<file path="src/design/dcache_pkg.sv">
package dcache_pkg;

    ////////////////////////////////////////////////////////////////////////////
    // Cache geometry
    ////////////////////////////////////////////////////////////////////////////

    // Set index, 16 sets
    localparam int INDEX_WIDTH = 4;

    // Entries per way, one per set
    localparam int NUM_SETS = 1 << INDEX_WIDTH;

    // Stored tag, upper address bits above index and line offset
    localparam int TAG_WIDTH = 25;

    // Two-way set associative
    localparam int NUM_WAYS = 2;

    // Way number width
    localparam int WAY_WIDTH = 1;

    ////////////////////////////////////////////////////////////////////////////
    // Update port operations
    ////////////////////////////////////////////////////////////////////////////

    // Encodings are fixed since the trace carries the op as a number
    //   none       no effect
    //   fill       write tag, set valid
    //   invalidate clear valid only, tag kept
    //   clear      zero tag and valid, init sweep
    typedef enum logic [1:0] {
        upd_none       = 2'd0,
        upd_fill       = 2'd1,
        upd_invalidate = 2'd2,
        upd_clear      = 2'd3
    } update_op_t;

endpackage
</file>
<file path="src/design/dcache_tag_array.sv">
`timescale 1ns/1ps

module dcache_tag_array (
    input  logic                              clk,
    input  logic                              reset,

    // Lookup port
    input  logic                              lookup_valid,
    input  logic [dcache_pkg::INDEX_WIDTH-1:0] lookup_index,
    input  logic [dcache_pkg::TAG_WIDTH-1:0]   lookup_tag,

    // Update port
    input  logic                              update_valid,
    input  dcache_pkg::update_op_t            update_op,
    input  logic [dcache_pkg::INDEX_WIDTH-1:0] update_index,
    input  logic [dcache_pkg::WAY_WIDTH-1:0]   update_way,
    input  logic [dcache_pkg::TAG_WIDTH-1:0]   update_tag,

    // Lookup result, one cycle after the request
    output logic                              lookup_done,
    output logic                              hit,
    output logic [dcache_pkg::WAY_WIDTH-1:0]   hit_way,
    output logic                              multi_hit,
    output logic [dcache_pkg::WAY_WIDTH-1:0]   victim_way
);

    import dcache_pkg::*;

    logic [NUM_WAYS-1:0]    way_write;
    logic [NUM_WAYS-1:0]    way_set_valid;
    logic [NUM_WAYS-1:0]    way_clear_valid;
    logic [INDEX_WIDTH-1:0] write_index;
    logic [TAG_WIDTH-1:0]   write_tag;
    logic                   fill_strobe;
    logic [WAY_WIDTH-1:0]   fill_way;
    logic [NUM_WAYS-1:0]    way_hit;
    logic [NUM_WAYS-1:0]    way_valid;

    dcache_tag_ctrl ctrl (
        .update_valid    (update_valid),
        .update_op       (update_op),
        .update_index    (update_index),
        .update_way      (update_way),
        .update_tag      (update_tag),
        .way_write       (way_write),
        .way_set_valid   (way_set_valid),
        .way_clear_valid (way_clear_valid),
        .write_index     (write_index),
        .write_tag       (write_tag),
        .fill_strobe     (fill_strobe),
        .fill_way        (fill_way)
    );

    for (genvar i = 0; i < NUM_WAYS; i++) begin : g_way
        tag_way way (
            .clk             (clk),
            .reset           (reset),
            .lookup_valid    (lookup_valid),
            .lookup_index    (lookup_index),
            .lookup_tag      (lookup_tag),
            .way_write       (way_write[i]),
            .way_set_valid   (way_set_valid[i]),
            .way_clear_valid (way_clear_valid[i]),
            .write_index     (write_index),
            .write_tag       (write_tag),
            .way_hit         (way_hit[i]),
            .way_valid       (way_valid[i])
        );
    end

    tag_hit_resolve resolve (
        .clk          (clk),
        .reset        (reset),
        .lookup_valid (lookup_valid),
        .lookup_index (lookup_index),
        .way_hit      (way_hit),
        .way_valid    (way_valid),
        .fill_strobe  (fill_strobe),
        .fill_way     (fill_way),
        .write_index  (write_index),
        .lookup_done  (lookup_done),
        .hit          (hit),
        .hit_way      (hit_way),
        .multi_hit    (multi_hit),
        .victim_way   (victim_way)
    );

endmodule

</file>
<file path="src/design/tag_hit_resolve.sv">
`timescale 1ns/1ps

module tag_hit_resolve (
    input  logic                              clk,
    input  logic                              reset,

    input  logic                              lookup_valid,
    input  logic [dcache_pkg::INDEX_WIDTH-1:0] lookup_index,

    // From the ways, result cycle
    input  logic [dcache_pkg::NUM_WAYS-1:0]    way_hit,
    input  logic [dcache_pkg::NUM_WAYS-1:0]    way_valid,

    // From the control block
    input  logic                              fill_strobe,
    input  logic [dcache_pkg::WAY_WIDTH-1:0]   fill_way,
    input  logic [dcache_pkg::INDEX_WIDTH-1:0] write_index,

    output logic                              lookup_done,
    output logic                              hit,
    output logic [dcache_pkg::WAY_WIDTH-1:0]   hit_way,
    output logic                              multi_hit,
    output logic [dcache_pkg::WAY_WIDTH-1:0]   victim_way
);

    import dcache_pkg::*;

    logic [INDEX_WIDTH-1:0] index_q;

    // One bit per set, holds the most recently used way
    logic [NUM_SETS-1:0]    lru_bits;

    ////////////////////////////////////////////////////////////////////////////
    // Lookup pipeline
    ////////////////////////////////////////////////////////////////////////////

    always_ff @(posedge clk) begin
        if (reset) begin
            lookup_done <= 1'b0;
        end else begin
            lookup_done <= lookup_valid;
        end
    end

    always_ff @(posedge clk) begin
        if (lookup_valid) begin
            index_q <= lookup_index;
        end
    end

    ////////////////////////////////////////////////////////////////////////////
    // Hit reduction and victim
    ////////////////////////////////////////////////////////////////////////////

    assign hit       = lookup_done && (|way_hit);
    assign multi_hit = lookup_done && (&way_hit);

    // Lowest hitting way wins
    assign hit_way = way_hit[0] ? WAY_WIDTH'(0) : WAY_WIDTH'(1);

    // First invalid way, else the way not most recently used
    always_comb begin
        if (!way_valid[0]) begin
            victim_way = WAY_WIDTH'(0);
        end else if (!way_valid[1]) begin
            victim_way = WAY_WIDTH'(1);
        end else begin
            victim_way = WAY_WIDTH'(!lru_bits[index_q]);
        end
    end

    // Fill is applied last so it wins on the same set
    always_ff @(posedge clk) begin
        if (reset) begin
            lru_bits <= '0;
        end else begin
            if (hit) begin
                lru_bits[index_q] <= hit_way;
            end
            if (fill_strobe) begin
                lru_bits[write_index] <= fill_way;
            end
        end
    end

endmodule

</file>
<file path="src/design/tag_way.sv">
`timescale 1ns/1ps

module tag_way (
    input  logic                              clk,
    input  logic                              reset,

    // Lookup port
    input  logic                              lookup_valid,
    input  logic [dcache_pkg::INDEX_WIDTH-1:0] lookup_index,
    input  logic [dcache_pkg::TAG_WIDTH-1:0]   lookup_tag,

    // Write side for this way
    input  logic                              way_write,
    input  logic                              way_set_valid,
    input  logic                              way_clear_valid,
    input  logic [dcache_pkg::INDEX_WIDTH-1:0] write_index,
    input  logic [dcache_pkg::TAG_WIDTH-1:0]   write_tag,

    // Result cycle outputs
    output logic                              way_hit,
    output logic                              way_valid
);

    import dcache_pkg::*;

    logic [TAG_WIDTH-1:0] tag_ram [NUM_SETS];
    logic [NUM_SETS-1:0]  valid_bits;

    logic                 same_set;
    logic                 valid_next;
    logic                 tag_fwd;

    logic [TAG_WIDTH-1:0] tag_q;
    logic [TAG_WIDTH-1:0] cmp_tag_q;
    logic                 valid_q;

    ////////////////////////////////////////////////////////////////////////////
    // Storage
    ////////////////////////////////////////////////////////////////////////////

    always_ff @(posedge clk) begin
        if (way_write) begin
            tag_ram[write_index] <= write_tag;
        end
    end

    // Invalidate and clear take priority over set
    always_ff @(posedge clk) begin
        if (reset) begin
            valid_bits <= '0;
        end else if (way_clear_valid) begin
            valid_bits[write_index] <= 1'b0;
        end else if (way_set_valid) begin
            valid_bits[write_index] <= 1'b1;
        end
    end

    ////////////////////////////////////////////////////////////////////////////
    // Read-during-write forwarding
    ////////////////////////////////////////////////////////////////////////////

    always_comb begin
        same_set   = (write_index == lookup_index);
        valid_next = valid_bits[lookup_index];
        if (same_set && way_clear_valid) begin
            valid_next = 1'b0;
        end else if (same_set && way_set_valid) begin
            valid_next = 1'b1;
        end
        tag_fwd = same_set && way_write;
    end

    // Synchronous tag read, lookup tag held for the compare
    always_ff @(posedge clk) begin
        if (lookup_valid) begin
            tag_q     <= tag_fwd ? write_tag : tag_ram[lookup_index];
            cmp_tag_q <= lookup_tag;
        end
    end

    always_ff @(posedge clk) begin
        if (reset) begin
            valid_q <= 1'b0;
        end else if (lookup_valid) begin
            valid_q <= valid_next;
        end
    end

    // Compare in the result cycle
    assign way_valid = valid_q;
    assign way_hit   = valid_q && (tag_q == cmp_tag_q);

endmodule

</file>
<file path="src/design/dcache_tag_ctrl.sv">
`timescale 1ns/1ps

module dcache_tag_ctrl (
    // Update port
    input  logic                              update_valid,
    input  dcache_pkg::update_op_t            update_op,
    input  logic [dcache_pkg::INDEX_WIDTH-1:0] update_index,
    input  logic [dcache_pkg::WAY_WIDTH-1:0]   update_way,
    input  logic [dcache_pkg::TAG_WIDTH-1:0]   update_tag,

    // Per-way strobes
    output logic [dcache_pkg::NUM_WAYS-1:0]    way_write,
    output logic [dcache_pkg::NUM_WAYS-1:0]    way_set_valid,
    output logic [dcache_pkg::NUM_WAYS-1:0]    way_clear_valid,

    // Shared write data
    output logic [dcache_pkg::INDEX_WIDTH-1:0] write_index,
    output logic [dcache_pkg::TAG_WIDTH-1:0]   write_tag,

    // Fill notice for the LRU bits
    output logic                              fill_strobe,
    output logic [dcache_pkg::WAY_WIDTH-1:0]   fill_way
);

    import dcache_pkg::*;

    logic [NUM_WAYS-1:0] way_sel;

    // One-hot select of the addressed way
    assign way_sel = NUM_WAYS'(1) << update_way;

    assign write_index = update_index;
    assign fill_way    = update_way;

    ////////////////////////////////////////////////////////////////////////////
    // Op decode
    ////////////////////////////////////////////////////////////////////////////

    always_comb begin
        way_write       = '0;
        way_set_valid   = '0;
        way_clear_valid = '0;
        fill_strobe     = 1'b0;

        // Init sweep writes a zero tag
        if (update_op == upd_clear) begin
            write_tag = '0;
        end else begin
            write_tag = update_tag;
        end

        if (update_valid) begin
            case (update_op)
                upd_fill: begin
                    way_write     = way_sel;
                    way_set_valid = way_sel;
                    fill_strobe   = 1'b1;
                end
                upd_invalidate: begin
                    // Tag left as is
                    way_clear_valid = way_sel;
                end
                upd_clear: begin
                    way_write       = way_sel;
                    way_clear_valid = way_sel;
                end
                default: begin
                    // upd_none
                end
            endcase
        end
    end

endmodule

</file>
<file path="config.mk">
export PLATFORM = sky130hd
export DESIGN_NAME = dcache_tag_array
export DESIGN_NICKNAME = d
export VERILOG_FILES = /design/src/design/dcache_pkg.sv /design/src/design/dcache_tag_array.sv /design/src/design/tag_hit_resolve.sv /design/src/design/tag_way.sv /design/src/design/dcache_tag_ctrl.sv
export SDC_FILE = /design/constraint.sdc
export NUM_CORES = 1
export LEC_CHECK = 0
export BUFFER_PORTS_ARGS = -buffer_cell sky130_fd_sc_hd__buf_2
export CORE_MARGIN = 2
export CORE_UTILIZATION = 67
export CTS_CLUSTER_SIZE = 20
export DETAILED_ROUTE_END_ITERATION = 10
export GPL_TIMING_DRIVEN = 1
export HOLD_SLACK_MARGIN = 0.05
export PLACE_DENSITY = 0.84
export SYNTH_ARGS = -nofsm -noshare
export SYNTH_HDL_FRONTEND = slang
export SYNTH_SLANG_ARGS = --single-unit
</file>
<file path="constraint.sdc">
create_clock -name clk -period 7.1 [get_ports clk]
set_clock_uncertainty 0.15 [all_clocks]
set_input_delay 0.355 -clock clk [delete_from_list [all_inputs] [get_ports clk]]
set_output_delay 0.355 -clock clk [all_outputs]
set_load 0.02 [all_outputs]
</file>
==> results.json <==
{
  "viasPerCell": 7.68,
  "ys_seq_area_share_pct": 74.5,
  "dp_hpwl_um": 53000,
  "synth_common_cells": "edfxtp_1 (879), mux4_2 (264), nand2_1 (107)",
  "grt_start_max_net_pins": 81,
  "rsz0062_at_grt": "false",
  "synth_area_leaders": "edfxtp_1 (72%), mux4_2 (16%), dfxtp_1 (2.8%), nand2_1 (1.1%), xnor2_1 (1.0%)",
  "nNetsFinal": 1992,
  "wire_per_inst_um": 41.4,
  "drc_errors": 0,
  "cts-root-buf": "clkbuf_16",
  "h-tree-depth": 3,
  "multiInputGateArea_um2": 8880,
  "status": "completed",
  "numCtsBuffers": 89,
  "synthCells": 1785,
  "reg2reg_from": "g_way[1].way.cmp_tag_q[15]$_DFFE_PP_",
  "dieWidth_um": 238,
  "core_area_um2": 54000,
  "power.share.switching_pct": 22.0,
  "drt_iter0_drc": 3740,
  "io_buffers": 69,
  "start_util_pct": 68.1,
  "worst_slew_pin_slew_ns": 1.26,
  "fillers": 2609,
  "cp.depth": 6,
  "preCtsSetupSlack_ns": 3.51,
  "grt-ovfl-total": 0,
  "slew_headroom_pct": 16.3,
  "clockBufferDepth": 3,
  "cp_num_buf_inv": 1,
  "setup_ws_ns": 3.04,
  "cts_sinks": 930,
  "cp_slowest_cell": "xnor2_1",
  "track_usage_pct": 40.8,
  "drive_gt1_share_pct": 28.6,
  "crit_path_start": "g_way[1].way.cmp_tag_q[10]$_DFFE_PP_",
  "drt_wl_total_um": 112000,
  "setup_violations": 0,
  "yosysTopAreaCellShare_pct": 71.8,
  "hp-class": "input port to register",
  "critPathMaxStageDelay_ns": 0.61,
  "crit_family": "simple AND/OR/NAND/NOR gates",
  "synth_most_common_cell": "edfxtp_1",
  "maxCapViolations": 0,
  "yosysTopAreaCell": "edfxtp_1",
  "final_hold_viol_count": 0,
  "antenna_found_initial": 5,
  "p_per_area_nw_per_um2": 290,
  "drtAntennaViolNets": 0,
  "synth_async_sr_flop_share_pct": 0,
  "synth_area_um2": 36800,
  "die_y_um": 238,
  "syn_avg_cell_area_um2": 20.6,
  "ys_seq_elements": 930,
  "ff2ff_setup_slack_ns": 3.75,
  "synth_warnings": 0,
  "power.internal_mw": 9.39,
  "cts_resized": 0,
  "reg2regPathDepth": 6,
  "post-route-period-util_pct": 57.2,
  "routabilityCongestion": 0.894,
  "reg2reg_to": "resolve.lru_bits[15]$_SDFF_PP0_",
  "ir_worst_vdd_mv": 0.363,
  "clock_latency_ns": 0.66,
  "ios": 70,
  "p_leak_nw": 12.7,
  "dieArea_um2": 56800,
  "p_switching_mw": 2.65,
  "worstPathRequired_ns": 6.59,
  "path_clk_slew_ns": 0.07,
  "final_max_slew_viol_count": 0,
  "grt_pass1_vias": 20900,
  "cp-start-kind": "register",
  "worstPathMaxFanout": 3,
  "clockPowerShare_pct": 43.3,
  "num_rows": 85,
  "period_minus_slack_ns": 4.06,
  "path_cells": "xnor2_1 > nand4_1 > nor4_4 > nand2_1 > nor3_1 > buf_2",
  "cts_tree": "yes",
  "via_count": 20700,
  "area_growth_pct": 13.0,
  "drtPass1Iterations": 6,
  "fin_setup_tns_ns": 0,
  "regArea_um2": 27400,
  "grt_pass1_wl_um": 157000,
  "crit_end": "multi_hit",
  "pwr-share-comb_pct": 5.5,
  "critPathKind": "register to primary output",
  "synthFlopType": "edfxtp_1",
  "fmax_mhz": 246,
  "synth_edf_count": 879,
  "ys_types": 49,
  "worst_setup_path_end_kind": "primary output",
  "cp_data_arrival_time_ns": 3.56,
  "seqPwrFrac_pct": 51.1,
  "syn_nets": 1850
}
-- cells by family after synthesis --
| family | count (synthesis) | share of synthesized area [%] |
|---|---|---|
| compound gates | 171 | 3.09 |
| xor+xnor | 54 | 1.29 |
| buf+inv | 133 | 1.99 |
| simple gates | 232 | 2.91 |
| mux | 265 | 16.2 |
| flops | 930 | 74.5 |
-- cell type report --
class	instances	area share, %
clock buffer	100	5.56
timing repair buffer	156	2.75
sequential	930	66.0
tap	696	2.09
inverter	28	0.253
multi-input combinational	722	21.4
clock inverter	66	2.02
antenna	1	0.00602
-- worst reg2reg max path, stage by stage (launching register included) --
cell      delay (ns)
edfxtp_1        0.50
xnor2_1         0.46
nand4_1         0.26
or4_4           0.67
a211oi_4        0.71
a31oi_1         0.17
a221oi_1        0.33
-- layout by cell type, fill, tap and decap left out, types with 2 or more instances in the layout --
| cell type | synthesis | routed |
|---|---|---|
| a31oi_1 | 15 | 15 |
| a221oi_1 | 6 | 6 |
| clkinv_8 | 0 | 2 |
| clkinvlp_4 | 0 | 3 |
| a221oi_2 | 10 | 10 |
| nand4_1 | 11 | 11 |
| and2_1 | 2 | 2 |
| and2b_2 | 2 | 2 |
| dfxtp_1 | 51 | 51 |
| nand3_2 | 1 | 2 |
| nand2_1 | 107 | 107 |
| clkbuf_1 | 53 | 8 |
| edfxtp_1 | 879 | 879 |
| xnor2_1 | 42 | 42 |
| a21oi_1 | 33 | 33 |
| xor2_1 | 12 | 12 |
| inv_1 | 27 | 27 |
| clkbuf_16 | 0 | 91 |
| buf_2 | 26 | 64 |
| clkinv_1 | 0 | 20 |
| o221ai_1 | 2 | 2 |
| nor2b_1 | 8 | 8 |
| clkinv_2 | 0 | 20 |
| nor2_1 | 49 | 17 |
| or2_2 | 0 | 3 |
| nor4_1 | 5 | 5 |
| buf_4 | 0 | 46 |
| dlygate4sd3_1 | 0 | 43 |
| a211oi_1 | 32 | 32 |
| nand2b_1 | 4 | 4 |
| nor2_4 | 0 | 32 |
| o21ai_1 | 67 | 67 |
| mux4_2 | 264 | 264 |
| bufinv_16 | 0 | 19 |
| nand3_1 | 9 | 8 |
| nor3_1 | 23 | 23 |
-- worst min path at each step --
stage / startpoint / to / cells after the start
after floorplan: g_way[0].way.way_valid$_SDFFE_PP0P_ / g_way[0].way.way_valid$_SDFFE_PP0P_ / 2
after global placement: register / register / 2
after detailed placement: register / register / 2
after CTS: update_tag[18] / g_way[0].way.tag_q[18]$_DFFE_PP_ / 3
after global routing: update_tag[18] / g_way[0].way.tag_q[18]$_DFFE_PP_ / 3
final: lookup_index[2] / resolve.index_q[2]$_DFFE_PP_ / 1
-- metal layers --
| metal | vias to the layer above | global-route usage (%) | share of wire (%) |
|---|---|---|---|
| met5 | - | 0 | 0.030 |
| met4 | 6 | 24.1 | 7.1 |
| met3 | 508 | 11.6 | 15 |
| met2 | 2245 | 63.5 | 48 |
| met1 | 10300 | 52.5 | 31 |
| li1 | 7669 | - | - |
-- registers in the layout (all words and copies together) (netlist names), named ones only --
| signal | count |
|---|---|
| g_way.way.cmp_tag_q | 25 |
| g_way.way.tag_q | 50 |
| g_way.way.tag_ram | 800 |
| g_way.way.way_valid | 2 |
| resolve.index_q | 4 |
| resolve.lookup_done | 1 |
| resolve.lru_bits | 16 |
-- metrics by stage --
stage	power [mW]	area [µm²]	hold WS, ns	std cells	util, %
2_1_floorplan	6.65	36800	0.301	1785	-
3_3_place_gp	6.83	38000	0.327	2489	70.3
3_5_place_dp	6.86	38000	0.337	2489	70.3
4_1_cts	12.0	41600	0.0513	2698	76.9
5_1_grt	12.2	41600	0.0770	2698	76.9
6_report	12.0	41600	0.0816	2699	76.9
-- what timing repair did --
| action | in CTS | in global routing |
|---|---|---|
| endpoints found under the setup margin | 0 | 0 |
| endpoints found under the hold margin | 57 | 0 |
| hold buffers | 43 | 0 |
| setup buffers | 0 | 0 |
-- power groups by stage --
stage	Combinational, mW	Clock [mW]	Sequential (mW)
6_report	0.665	5.22	6.16
5_1_grt	0.688	5.40	6.16
4_1_cts	0.641	5.18	6.15
3_5_place_dp	0.595	0	6.26
3_3_place_gp	0.571	0	6.26
2_1_floorplan	0.411	0	6.24
No activity file was read; power rests on OpenSTA's default activity.
